[config.mk]
export PLATFORM = sky130hd
export DESIGN_NAME = eth_phy_if
export DESIGN_NICKNAME = d
export VERILOG_FILES = /design/src/common/eth_phy_pkg.sv /design/src/gmii_rx/crc32_byte.sv /design/src/gmii_rx/gmii_rx_parser.sv /design/src/mdio/mdio_master.sv /design/src/hdl/sync_fifo.sv /design/src/hdl/phy_regs.sv /design/src/hdl/eth_phy_if.sv
export SDC_FILE = /design/constraint.sdc
export NUM_CORES = 2
export LEC_CHECK = 0
export CELL_PAD_IN_SITES_DETAIL_PLACEMENT = 1
export CELL_PAD_IN_SITES_GLOBAL_PLACEMENT = 2
export CORE_ASPECT_RATIO = 2
export CORE_MARGIN = 3
export CORE_UTILIZATION = 46
export DETAILED_ROUTE_END_ITERATION = 12
export DONT_BUFFER_PORTS = 1
export GPL_TIMING_DRIVEN = 1
export PLACE_DENSITY = 0.86
export SKIP_CTS_REPAIR_TIMING = 1
export SLEW_MARGIN = 10
export SYNTH_ARGS = -nofsm -noshare
export SYNTH_HDL_FRONTEND = slang
export SYNTH_HIERARCHICAL = 1
export SYNTH_MEMORY_MAX_BITS = 65536
export SYNTH_SLANG_ARGS = --single-unit
[constraint.sdc]
create_clock -name RxClk -period 4.5 [get_ports RxClk]
set_input_delay 0.45 -clock RxClk [delete_from_list [all_inputs] [get_ports RxClk]]
set_output_delay 0.45 -clock RxClk [all_outputs]
set_load 0.05 [all_outputs]
[src/common/eth_phy_pkg.sv]
package eth_phy_pkg;

    // ------------------------------
    // MDIO timing, in RxClk cycles
    // ------------------------------
    localparam int MDC_HALF      = 8;   // MDC low/high time
    localparam int WRITE_SETUP   = 3;   // Phase where a new bit goes out
    localparam int READ_READY    = 6;   // Phase where PHY data is sampled
    localparam int PREAMBLE_BITS = 32;  // All ones before ST
    localparam int CMD_BITS      = 32;  // ST..DATA

    // FIFO sizes
    localparam int DATA_FIFO_DEPTH = 256;   // 16-bit words
    localparam int INFO_FIFO_DEPTH = 16;    // 32-bit status words

    // ------------------------------
    // Host register map
    // ------------------------------
    localparam logic [7:0] ADDR_RX_DATA   = 8'h00;   // Read pops data FIFO
    localparam logic [7:0] ADDR_STATUS    = 8'h01;   // Write clears FIFOs
    localparam logic [7:0] ADDR_MDIO      = 8'h02;   // Write starts transaction
    localparam logic [7:0] ADDR_RX_INFO   = 8'h03;   // Read pops info FIFO
    localparam logic [7:0] ADDR_CRC_COMP  = 8'h04;
    localparam logic [7:0] ADDR_CRC_FRAME = 8'h05;

    // GMII framing bytes
    localparam logic [7:0] SFD      = 8'hD5;
    localparam logic [7:0] PRE_BYTE = 8'h55;

    // Reflected Ethernet CRC-32
    localparam logic [31:0] CRC_POLY   = 32'hEDB88320;
    localparam logic [31:0] CRC_PRESET = 32'hFFFFFFFF;

    // Clause 22 frame after the preamble, MSB goes out first
    typedef struct packed {
        logic [1:0]  st;
        logic [1:0]  op;         // 10 read, 01 write
        logic [4:0]  phy_addr;
        logic [4:0]  reg_addr;
        logic [1:0]  ta;
        logic [15:0] data;
    } mdio_cmd_t;

    // One per received frame
    typedef struct packed {
        logic [4:0]  pad;
        logic        crc_error;
        logic        rx_err;
        logic        preamble_error;
        logic [7:0]  first_byte;
        logic [15:0] nbytes;     // Bytes after SFD, FCS included
    } rx_info_t;

    typedef struct packed {
        logic        wr;
        logic        rd;
        logic [7:0]  addr;
        logic [31:0] wdata;
    } reg_bus_t;

    typedef struct packed {
        logic       dv;
        logic       er;
        logic [7:0] d;
    } gmii_rx_t;

endpackage

[src/gmii_rx/crc32_byte.sv]
`timescale 1ns/1ps

module crc32_byte import eth_phy_pkg::*; (
    input  logic        RxClk,
    input  logic        rst_n,
    input  logic        init,
    input  logic        en,
    input  logic [7:0]  d,
    output logic [31:0] crc
);

    logic [31:0] crc_q;     // Running remainder
    logic [31:0] crc_nxt;

    // LSB first, one bit per loop pass
    always_comb begin
        crc_nxt = crc_q;
        for (int i = 0; i < 8; i++) begin
            if (crc_nxt[0] ^ d[i])
                crc_nxt = (crc_nxt >> 1) ^ CRC_POLY;
            else
                crc_nxt = crc_nxt >> 1;
        end
    end

    always_ff @(posedge RxClk) begin
        if (!rst_n)
            crc_q <= CRC_PRESET;
        else if (init)
            crc_q <= CRC_PRESET;
        else if (en)
            crc_q <= crc_nxt;
    end

    assign crc = ~crc_q;   // Final XOR

endmodule

[src/gmii_rx/gmii_rx_parser.sv]
`timescale 1ns/1ps

module gmii_rx_parser import eth_phy_pkg::*; (
    input  logic        RxClk,
    input  logic        rst_n,
    input  gmii_rx_t    gmii,
    output logic        data_push,
    output logic [15:0] data_word,
    output logic        info_push,
    output rx_info_t    info,
    output logic [31:0] crc_comp,
    output logic [31:0] crc_frame
);

    logic            dv_q;        // Previous dv, flags frame end
    logic            pre_done;    // Past the SFD position
    logic [3:0]      pre_cnt;     // 0x55 bytes seen, saturating
    logic            pre_err;
    logic            rx_err;      // Sticky er within frame
    logic [15:0]     nbytes;
    logic [7:0]      first_byte;
    logic [7:0]      hi_byte;     // Upper half of word being packed
    logic [3:0][7:0] dly;         // dly[3] oldest
    logic            body_byte;
    logic            frame_end;
    logic            crc_en;
    logic [31:0]     crc_now;
    logic [31:0]     fcs_rx;

    assign body_byte = gmii.dv && pre_done;
    assign frame_end = dv_q && !gmii.dv;
    assign crc_en    = body_byte && (nbytes >= 16'd4);   // Oldest byte leaves delay line
    assign fcs_rx    = {dly[0], dly[1], dly[2], dly[3]}; // First FCS byte in LSBs

    // CRC lags four bytes behind, so FCS is left out
    crc32_byte u_crc (
        .RxClk (RxClk),
        .rst_n (rst_n),
        .init  (!gmii.dv),   // Preset between frames
        .en    (crc_en),
        .d     (dly[3]),
        .crc   (crc_now)
    );

    // ------------------------------
    // Frame control
    // ------------------------------
    always_ff @(posedge RxClk) begin
        if (!rst_n) begin
            dv_q      <= 1'b0;
            pre_done  <= 1'b0;
            pre_cnt   <= 4'd0;
            pre_err   <= 1'b0;
            rx_err    <= 1'b0;
            nbytes    <= 16'd0;
            data_push <= 1'b0;
            info_push <= 1'b0;
            crc_comp  <= 32'd0;
            crc_frame <= 32'd0;
        end else begin
            dv_q      <= gmii.dv;
            data_push <= 1'b0;
            info_push <= 1'b0;
            if (gmii.dv) begin
                rx_err <= rx_err | gmii.er;
                if (!pre_done) begin
                    if (gmii.d == PRE_BYTE) begin
                        if (pre_cnt != 4'hF)
                            pre_cnt <= pre_cnt + 4'd1;
                    end else begin
                        pre_done <= 1'b1;   // First non-0x55 byte
                        pre_err  <= (gmii.d != SFD) || (pre_cnt != 4'd7);
                    end
                end else begin
                    nbytes <= nbytes + 16'd1;
                    if (nbytes[0])
                        data_push <= 1'b1;   // Second byte of a pair
                end
            end else if (dv_q) begin
                info_push <= 1'b1;
                data_push <= nbytes[0];      // Odd tail
                crc_comp  <= crc_now;
                crc_frame <= fcs_rx;
                pre_done  <= 1'b0;
                pre_cnt   <= 4'd0;
                pre_err   <= 1'b0;
                rx_err    <= 1'b0;
                nbytes    <= 16'd0;
            end
        end
    end

    // Byte payload, packing and info word
    always_ff @(posedge RxClk) begin
        if (body_byte) begin
            dly <= {dly[2:0], gmii.d};
            if (nbytes == 16'd0)
                first_byte <= gmii.d;
            if (nbytes[0])
                data_word <= {hi_byte, gmii.d};
            else
                hi_byte <= gmii.d;
        end else if (frame_end) begin
            data_word <= {hi_byte, 8'h00};   // Only pushed on odd count
            info <= '{pad:            5'd0,
                      crc_error:      (crc_now != fcs_rx),
                      rx_err:         rx_err,
                      preamble_error: !pre_done || pre_err,   // No SFD at all
                      first_byte:     first_byte,
                      nbytes:         nbytes};
        end
    end

    // One info word per frame, frames need at least one dv-low gap
    a_info_single: assert property (@(posedge RxClk) disable iff (!rst_n)
        info_push |=> !info_push);

endmodule

[src/mdio/mdio_master.sv]
`timescale 1ns/1ps

module mdio_master import eth_phy_pkg::*; (
    input  logic        RxClk,
    input  logic        rst_n,
    input  logic        start,
    input  mdio_cmd_t   cmd,
    output logic        busy,
    output logic [15:0] rd_data,
    output logic [4:0]  rd_reg,
    output logic        mdc,
    output logic        mdio_o,
    output logic        mdio_oe,
    input  logic        mdio_i
);

    typedef enum logic [2:0] {
        ST_IDLE,
        ST_PREAMBLE,
        ST_CMD,
        ST_READ_TA,
        ST_READ_DATA
    } state_t;

    state_t      state;
    logic [9:0]  cnt;        // Upper 6 bits frame bit, lower 4 bits phase
    logic [3:0]  phase;
    logic [5:0]  bit_idx;
    logic        bit_end;    // Last phase of a bit
    logic        is_read;
    mdio_cmd_t   cmd_q;      // Latched on start
    logic [15:0] rd_shift;

    assign phase   = cnt[3:0];
    assign bit_idx = cnt[9:4];
    assign bit_end = (phase == 4'hF);
    assign is_read = (cmd_q.op == 2'b10);
    assign busy    = (state != ST_IDLE);
    assign mdc     = (phase >= 4'(MDC_HALF));  // Low first half, high second half

    // ------------------------------
    // Frame sequencer
    // ------------------------------
    always_ff @(posedge RxClk) begin
        if (!rst_n) begin
            state   <= ST_IDLE;
            cnt     <= 10'd0;
            mdio_o  <= 1'b1;
            mdio_oe <= 1'b0;
            rd_data <= 16'd0;
            rd_reg  <= 5'd0;
        end else begin
            if (state != ST_IDLE)
                cnt <= cnt + 10'd1;   // Wraps to 0 at frame end
            case (state)
                ST_IDLE: begin
                    cnt    <= 10'd0;
                    mdio_o <= 1'b1;
                    if (start) begin
                        mdio_oe <= 1'b1;   // Drive from the first preamble bit
                        state   <= ST_PREAMBLE;
                    end
                end
                ST_PREAMBLE: begin
                    if (phase == 4'(WRITE_SETUP))
                        mdio_o <= 1'b1;
                    if (bit_end && bit_idx == 6'(PREAMBLE_BITS - 1))
                        state <= ST_CMD;
                end
                ST_CMD: begin
                    if (phase == 4'(WRITE_SETUP))
                        mdio_o <= cmd_q[~bit_idx[4:0]];   // Bit 32 -> cmd bit 31
                    if (is_read && bit_end && bit_idx == 6'(PREAMBLE_BITS + 13))
                        state <= ST_READ_TA;              // After REGAD
                    else if (bit_end && bit_idx == 6'(PREAMBLE_BITS + CMD_BITS - 1)) begin
                        mdio_oe <= 1'b0;
                        state   <= ST_IDLE;
                    end
                end
                ST_READ_TA: begin
                    if (phase == 4'(WRITE_SETUP))
                        mdio_oe <= 1'b0;   // Hand the line to the PHY
                    if (bit_end && bit_idx == 6'(PREAMBLE_BITS + 15))
                        state <= ST_READ_DATA;
                end
                ST_READ_DATA: begin
                    if (bit_end && bit_idx == 6'(PREAMBLE_BITS + CMD_BITS - 1)) begin
                        rd_data <= rd_shift;          // Last sample taken at phase 6
                        rd_reg  <= cmd_q.reg_addr;
                        state   <= ST_IDLE;
                    end
                end
                default: state <= ST_IDLE;
            endcase
        end
    end

    // Command latch and read shifter
    always_ff @(posedge RxClk) begin
        if (state == ST_IDLE && start)
            cmd_q <= cmd;
        if (state == ST_READ_DATA && phase == 4'(READ_READY))
            rd_shift <= {rd_shift[14:0], mdio_i};   // MSB first
    end

    // PHY owns the line for all 16 data bits
    a_no_drive_in_read: assert property (@(posedge RxClk) disable iff (!rst_n)
        (state == ST_READ_DATA) |-> !mdio_oe);

endmodule

[src/hdl/sync_fifo.sv]
`timescale 1ns/1ps

module sync_fifo #(
    parameter int WIDTH = 16,
    parameter int DEPTH = 256
) (
    input  logic             RxClk,
    input  logic             rst_n,
    input  logic             clr,
    input  logic             push,
    input  logic [WIDTH-1:0] din,
    input  logic             pop,
    output logic [WIDTH-1:0] dout,
    output logic             full,
    output logic             empty
);

    logic [WIDTH-1:0]         mem [DEPTH];
    logic [$clog2(DEPTH)-1:0] wr_ptr;
    logic [$clog2(DEPTH)-1:0] rd_ptr;
    logic [$clog2(DEPTH):0]   count;    // Occupancy, 0..DEPTH
    logic                     do_push;
    logic                     do_pop;

    assign empty   = (count == '0);
    assign full    = (count == ($clog2(DEPTH)+1)'(DEPTH));
    assign do_push = push && !full;     // Overflow is dropped
    assign do_pop  = pop && !empty;
    assign dout    = mem[rd_ptr];       // Fall-through head

    always_ff @(posedge RxClk) begin
        if (!rst_n || clr) begin
            wr_ptr <= '0;
            rd_ptr <= '0;
            count  <= '0;
        end else begin
            if (do_push)
                wr_ptr <= wr_ptr + ($clog2(DEPTH))'(1);
            if (do_pop)
                rd_ptr <= rd_ptr + ($clog2(DEPTH))'(1);
            case ({do_push, do_pop})
                2'b10:   count <= count + ($clog2(DEPTH)+1)'(1);
                2'b01:   count <= count - ($clog2(DEPTH)+1)'(1);
                default: count <= count;
            endcase
        end
    end

    always_ff @(posedge RxClk) begin
        if (do_push)
            mem[wr_ptr] <= din;
    end

    // Reader must check empty first
    a_no_pop_empty: assert property (@(posedge RxClk) disable iff (!rst_n)
        pop |-> !empty);
    // Count and pointers stay in step
    a_empty_ptrs: assert property (@(posedge RxClk) disable iff (!rst_n)
        empty |-> (wr_ptr == rd_ptr));

endmodule

[src/hdl/phy_regs.sv]
`timescale 1ns/1ps

module phy_regs import eth_phy_pkg::*; (
    input  logic        RxClk,
    input  logic        rst_n,
    input  reg_bus_t    bus,
    output logic [31:0] rdata,
    output logic        mdio_start,
    output mdio_cmd_t   mdio_cmd,
    input  logic        mdio_busy,
    input  logic [15:0] mdio_rd_data,
    input  logic [4:0]  mdio_rd_reg,
    input  logic [15:0] data_dout,
    input  logic        data_empty,
    input  logic        data_full,
    output logic        data_pop,
    input  rx_info_t    info_dout,
    input  logic        info_empty,
    output logic        info_pop,
    input  logic [31:0] crc_comp,
    input  logic [31:0] crc_frame,
    output logic        fifo_clr
);

    logic [31:0] rd_word;       // Read mux output
    logic [31:0] status_word;
    logic [31:0] mdio_word;     // MDIO feedback

    // FIFO heads are sampled on the same edge they advance
    assign data_pop = bus.rd && (bus.addr == ADDR_RX_DATA) && !data_empty;
    assign info_pop = bus.rd && (bus.addr == ADDR_RX_INFO) && !info_empty;

    assign status_word = {25'd0, mdio_busy, data_full, data_empty, info_empty, 3'd0};
    assign mdio_word   = {mdio_busy, 10'd0, mdio_rd_reg, mdio_rd_data};

    always_comb begin
        case (bus.addr)
            ADDR_RX_DATA:   rd_word = data_empty ? 32'd0 : {16'd0, data_dout};
            ADDR_STATUS:    rd_word = status_word;
            ADDR_MDIO:      rd_word = mdio_word;
            ADDR_RX_INFO:   rd_word = info_empty ? 32'd0 : 32'(info_dout);
            ADDR_CRC_COMP:  rd_word = crc_comp;
            ADDR_CRC_FRAME: rd_word = crc_frame;
            default:        rd_word = 32'd0;
        endcase
    end

    always_ff @(posedge RxClk) begin
        if (!rst_n) begin
            rdata      <= 32'd0;
            mdio_start <= 1'b0;
            fifo_clr   <= 1'b0;
        end else begin
            mdio_start <= bus.wr && (bus.addr == ADDR_MDIO);    // One-cycle pulses
            fifo_clr   <= bus.wr && (bus.addr == ADDR_STATUS);
            if (bus.rd)
                rdata <= rd_word;
        end
    end

    // Command word travels with the start pulse
    always_ff @(posedge RxClk) begin
        if (bus.wr && bus.addr == ADDR_MDIO)
            mdio_cmd <= mdio_cmd_t'(bus.wdata);
    end

endmodule

[src/hdl/eth_phy_if.sv]
`timescale 1ns/1ps

module eth_phy_if import eth_phy_pkg::*; (
    input  logic        RxClk,
    input  logic        rst_n,
    input  reg_bus_t    bus,
    output logic [31:0] rdata,
    input  gmii_rx_t    gmii,
    output logic        mdc,
    output logic        mdio_o,
    output logic        mdio_oe,
    input  logic        mdio_i,
    output logic        phy_rst_n
);

    // MDIO command path
    logic        mdio_start;
    mdio_cmd_t   mdio_cmd;
    logic        mdio_busy;
    logic [15:0] mdio_rd_data;
    logic [4:0]  mdio_rd_reg;
    // Receive path
    logic        data_push, data_pop, data_empty, data_full;
    logic [15:0] data_word, data_dout;
    logic        info_push, info_pop, info_empty;
    rx_info_t    info_word, info_dout;
    logic [31:0] crc_comp, crc_frame;
    logic        fifo_clr;

    assign phy_rst_n = 1'b1;   // PHY held out of reset

    phy_regs u_regs (
        .RxClk, .rst_n, .bus, .rdata,
        .mdio_start, .mdio_cmd, .mdio_busy, .mdio_rd_data, .mdio_rd_reg,
        .data_dout, .data_empty, .data_full, .data_pop,
        .info_dout, .info_empty, .info_pop,
        .crc_comp, .crc_frame, .fifo_clr
    );

    mdio_master u_mdio (
        .RxClk, .rst_n, .start(mdio_start), .cmd(mdio_cmd), .busy(mdio_busy),
        .rd_data(mdio_rd_data), .rd_reg(mdio_rd_reg),
        .mdc, .mdio_o, .mdio_oe, .mdio_i
    );

    gmii_rx_parser u_parser (
        .RxClk, .rst_n, .gmii, .data_push, .data_word,
        .info_push, .info(info_word), .crc_comp, .crc_frame
    );

    sync_fifo #(.WIDTH(16), .DEPTH(DATA_FIFO_DEPTH)) u_data_fifo (
        .RxClk, .rst_n, .clr(fifo_clr), .push(data_push), .din(data_word),
        .pop(data_pop), .dout(data_dout), .full(data_full), .empty(data_empty)
    );

    sync_fifo #(.WIDTH($bits(rx_info_t)), .DEPTH(INFO_FIFO_DEPTH)) u_info_fifo (
        .RxClk, .rst_n, .clr(fifo_clr), .push(info_push), .din(info_word),
        .pop(info_pop), .dout(info_dout), .full(), .empty(info_empty)
    );

endmodule

[Word-level counts from Yosys, hierarchy flattened]
Memories as Yosys holds them, arrays and structs flattened. A register that Yosys moved wholly into a read port is not among the register bits.
Cells that the tools add are included.
Storage, ports and cells
  word-level logic and storage cells: 250
  register bits after elaboration: 401
  output and inout bits: 36
  input bits: 55
  memories kept: 2
  bits in writable memories: 4528
  memory bits (read-only): 0
  latch bits: 0
Cells by class
  div/mod/pow operators: 0
  multipliers: 0
  shift operators: 0
  add/subtract/negate cells: 11
  reduce and logical (&&, ||, !) cells: 57
  order comparisons: 3
  equal/unequal tests: 42
  bitwise gates (word level): 23
  multiplexer cells: 61
Memory list
  u_data_fifo.mem: words 256, width 16, rd ports 1, clocked after memory_dff 1, wr ports 1, RTL line sync_fifo.sv:18  | logic [WIDTH-1:0] mem [DEPTH];
  u_info_fifo.mem: words 16, width 27, rd ports 1, clocked after memory_dff 1, wr ports 1, RTL line sync_fifo.sv:18
Operator list (count)
  $mux W32: 9
  $pmux W32 S6: 1
  $mux W16: 7
  $not A13 Y14: 8
  $ne A32 B32 Y1: 1
  $not A32 Y32: 1
  $mux W4: 7
  $mux W1: 24
  $logic_and A1 B1 Y1: 20
  $ne A2 B1 Y1 const B: 10
  $eq A6 B6 Y1 const B: 3
  $pmux W9 S2: 1
  $add A16 B1 Y16 const B: 1
  $add A8 B1 Y8 const B: 2
  $eq A8 B2 Y1 const B: 2
  $eq A8 B3 Y1 const B: 2
  $ge A16 B3 Y1 const B: 1
  $logic_not A16 Y1: 1
  $mux W8: 2
  $reduce_and A2 Y1: 8
  $mux W3: 5
  $pmux W3 S5: 1
  $add A4 B1 Y4 const B: 3
  $add A10 B1 Y10 const B: 1
  42 further kinds: 76

[Longest topological paths before layout]
  depth after elaboration: 16
  depth in mapped cells: 20

[By module]
The synthesis kept the hierarchy.
Modules (own cells, without submodules)
  sync_fifo (u_data_fifo): times used 1, cells each 7483, area each 159105.1 um^2
  sync_fifo (u_info_fifo): times used 1, cells each 831, area each 20330.7 um^2
  gmii_rx_parser: times used 1, cells each 594, area each 6916.6 um^2
  mdio_master: times used 1, cells each 265, area each 3278.1 um^2
  phy_regs: times used 1, cells each 280, area each 3169.3 um^2
  crc32_byte: times used 1, cells each 216, area each 2021.9 um^2
  eth_phy_if: times used 1, cells each 2, area each 11.3 um^2

[Worst setup path before layout]
Ideal clock, no wire load.
  path type: reg-to-reg
  start: reg u_data_fifo.count[2]
  end: reg u_data_fifo.count[6]
  clock period less this slack: 4.143 ns
  setup time: 0.070 ns
  stages on the path, launching flop included: 21
  slack: 0.357 ns
  arrival: 4.073 ns
  cells stage by stage: dfxtp_1 buf_2 nor4_1 nand2_1 nor2_1 nor4_2 buf_2 and3_1 o21ai_0 inv_1 ha_1 clkbuf_1 clkbuf_1 xor2_1 ha_1 or4_1 o21a_1 o221ai_1 a31oi_1 or3_1 a21oi_1
Between the ends
  word-level cells in the longest chain between the ends: 6
  elaborated cells between the ends (all ways): 13
  those cells by class: add/sub: 2; eq/ne: 3; mux: 1; reduce/logical: 7
Ends and longest elaborated chain
  from (decl): RTL line sync_fifo.sv:21  | logic [$clog2(DEPTH):0] count;
  from (signal assigned): RTL line sync_fifo.sv:42  | 2'b10: count <= count + ($clog2(DEPTH)+1)'(1);
  from (signal assigned): RTL line sync_fifo.sv:43  | 2'b01: count <= count - ($clog2(DEPTH)+1)'(1);
  from (signal assigned): RTL line sync_fifo.sv:44  | default: count <= count;
  $logic_not A9 Y1 (*): RTL line sync_fifo.sv:25  | assign empty = (count == '0);
  net data_empty: RTL line eth_phy_if.sv:23  | logic data_push, data_pop, data_empty, data_full;
  $logic_not A1 Y1 (*): RTL line phy_regs.sv:30  | assign data_pop = bus.rd && (bus.addr == ADDR_RX_DATA) && !data_empty;
  $logic_and A1 B1 Y1 (*): RTL line phy_regs.sv:30
  net data_pop: RTL line eth_phy_if.sv:23
  $logic_and A1 B1 Y1 (*): RTL line sync_fifo.sv:28  | assign do_pop = pop && !empty;
  $eq A2 B1 Y1 / $eq A2 B2 Y1 (equally long branches): RTL line sync_fifo.sv:41  | case ({do_push, do_pop})
  $pmux W9 S2 / $reduce_bool A2 Y1 (equally long branches)
Mark *: on every way through the listed nets, which the timed path passes. The rest lies on a longest branch.
A chain may end at the register's enable or synchronous reset.

==> impl_results.md <==
- Run status: complete, but fails checks
- Failing checks: negative hold slack, negative setup slack
- Root Driver: clkbuf_16
- CTS tree: yes
- Cell Count, Final, Fillers Out: between 15000 and 20000
- Post-DP HPWL: between 300000 and 400000 um
- Vias per cell: between 6 and 7
- Slew HR: 0.110
- Clk_skew: ~0.07 ns
- Die X: ~470 um
- Share of layout cells above drive strength 1: 0.240
- Initial antenna violation count: 34
- Hold WC Path Type: in2reg
- Reg with most FFs: u_data_fifo/mem
- Vias in the first global route: approximately 110k
- Vias: around 100k
- Pwr Density: approximately 400 mW/mm2
- Critical path capture point type: flop
- Final period util: 1.06
- Core ar.: ~0.42 mm2
- Worst hold margin: -0.270 ns
- Remaining antenna violation count after routing: 0
- Max cap viols: 0
- Die area: between 0.4 and 0.5 mm2
- TNS Setup: -0.652 ns
- H-tree Lvls: 5
- CP startpoint kind: flop
- Initial Util: 0.463
- Worst-path clk slew: around 0.07 ns
- Least-Margin Pin Slew: 1.34 ns
- Total placed cells including tap cells: about 15000
- Area growth syn-to-layout: 13.3%
- Chip height: 926 um
- Bufs on Longest Clock Path: 4
- Total global-route track usage: 0.279
- Nets@finish: between 10000 and 15000
- Peak VDD IR: approximately 0.00054 V
- Crit Path Class: reg2reg
- FF+latch area: 0.148 mm2
- Initial DRT Pass Iterations: 8
- Number of fill cells: 37200
- Worst slack at placement: -0.296 ns
- Design Power: roughly 90 mW
- Req. time, crit path: around 5.4 ns
- Setup violations, final: 8
- Pleak: between 60 and 70 nW
- Ys Warns: 6
- WP data arrival: 5.65 ns
- DRC viols: 0
- IO Pins: between 90 and 100
- Max reg flops: approximately 4100
- Final hold viol count: 4
- Period minus WS final: roughly 4.8 ns
- Final Max Tran Viols: 0
- Largest net degree at the start of global routing: about 180
- RePlAce Congestion: slightly above 0.9
- Max FO, Critical Path: 10
- RSZ-0062 raised after global routing: true
- Biggest regs: u_data_fifo/mem (4096), u_info_fifo/mem (512)
- Mapped Area: between 0.15 and 0.2 mm2
- First-pass GRT wire length: ~850000 um
- Area occupied by multi-input gates: around 0.043 mm2
- IO Port Bufs: 0
- Clock Latency Late Sink: 1.00 ns
- Fin worst setup slack: -0.283 ns
- Cts bufs inserted: a little over 400
- Mean routed wirelength per cell: around 38 um
- Syn avg cell area: slightly above 20 um2
- Total gr overflow: 0
- Mapped Cells: about 9700
- Clock sinks: between 5000 and 6000
- # rows: approximately 340
- Fmax achieved: around 0.21 GHz
- DR iter-0 viols: ~13000
- Post-Route WL: 615000 um
[final timing paths]
check / startpoint / to / slack [ns] / cells past startpoint
setup reg to reg: flop / u_regs/rdata[1] / -0.28 / 9
hold reg to reg: u_regs/mdio_cmd[17] / u_mdio/cmd_q[17] / 0.42 / 0
hold / removal: bus[34] / u_regs/rdata[5] / -0.27 / 2
setup / recovery: flop / u_regs/rdata[1] / -0.28 / 9
[critical path, stage by stage (launching register included)]
cell and delay, ns:
dfxtp_1 0.74, nand4b_1 0.93, buf_4 0.51, a211oi_1 0.96, a22o_1 0.28, buf_4 0.15, or4_1 0.29, nor3_1 0.18
a221o_1 0.36, a22o_1 0.20
[layout by cell type, fill, tap and decap left out, types with 124 or more instances in the layout]
cell,instances
edfxtp_1,4779
mux4_2,882
buf_4,687
mux2i_1,627
clkbuf_16,414
nor2_1,370
nand2_1,364
dfxtp_1,232
o22ai_1,167
mux2_2,140
a21oi_1,124
[power breakdown]
part	total, mW	switching, mW	internal (mW)
clock	36.8	17.0	19.8
combinational	0.924	0.746	0.177
sequential	50.9	0.0633	50.9
[cell type report]
| cell class | instances | share of cell area |
|---|---|---|
| diodes | 53 | 0.000601 |
| clock inverters | 249 | 0.0117 |
| well taps | 5593 | 0.0317 |
| flip-flops and latches | 5021 | 0.672 |
| repair buffers | 892 | 0.0372 |
| multi-input cells | 4001 | 0.197 |
| clock buffers | 492 | 0.0488 |
| inverters | 70 | 0.00122 |
[metrics by stage]
step | instance area [um2] | utilization
6_report | 221000 | 0.524
5_1_grt | 221000 | 0.524
4_1_cts | 219000 | 0.521
3_5_place_dp | 206000 | 0.489
3_3_place_gp | 206000 | 0.489
2_1_floorplan | 195000 | -
[metal layers]
layer | vias up | part of all wire | global-route usage
met5 | - | 0.00016 | 0.000112
met2 | 6277 | 0.51 | 0.481
met1 | 54400 | 0.29 | 0.277
li1 | 41200 | - | -
met4 | 16 | 0.12 | 0.282
met3 | 2082 | 0.072 | 0.0465
Power figures use the tool's default switching activity.
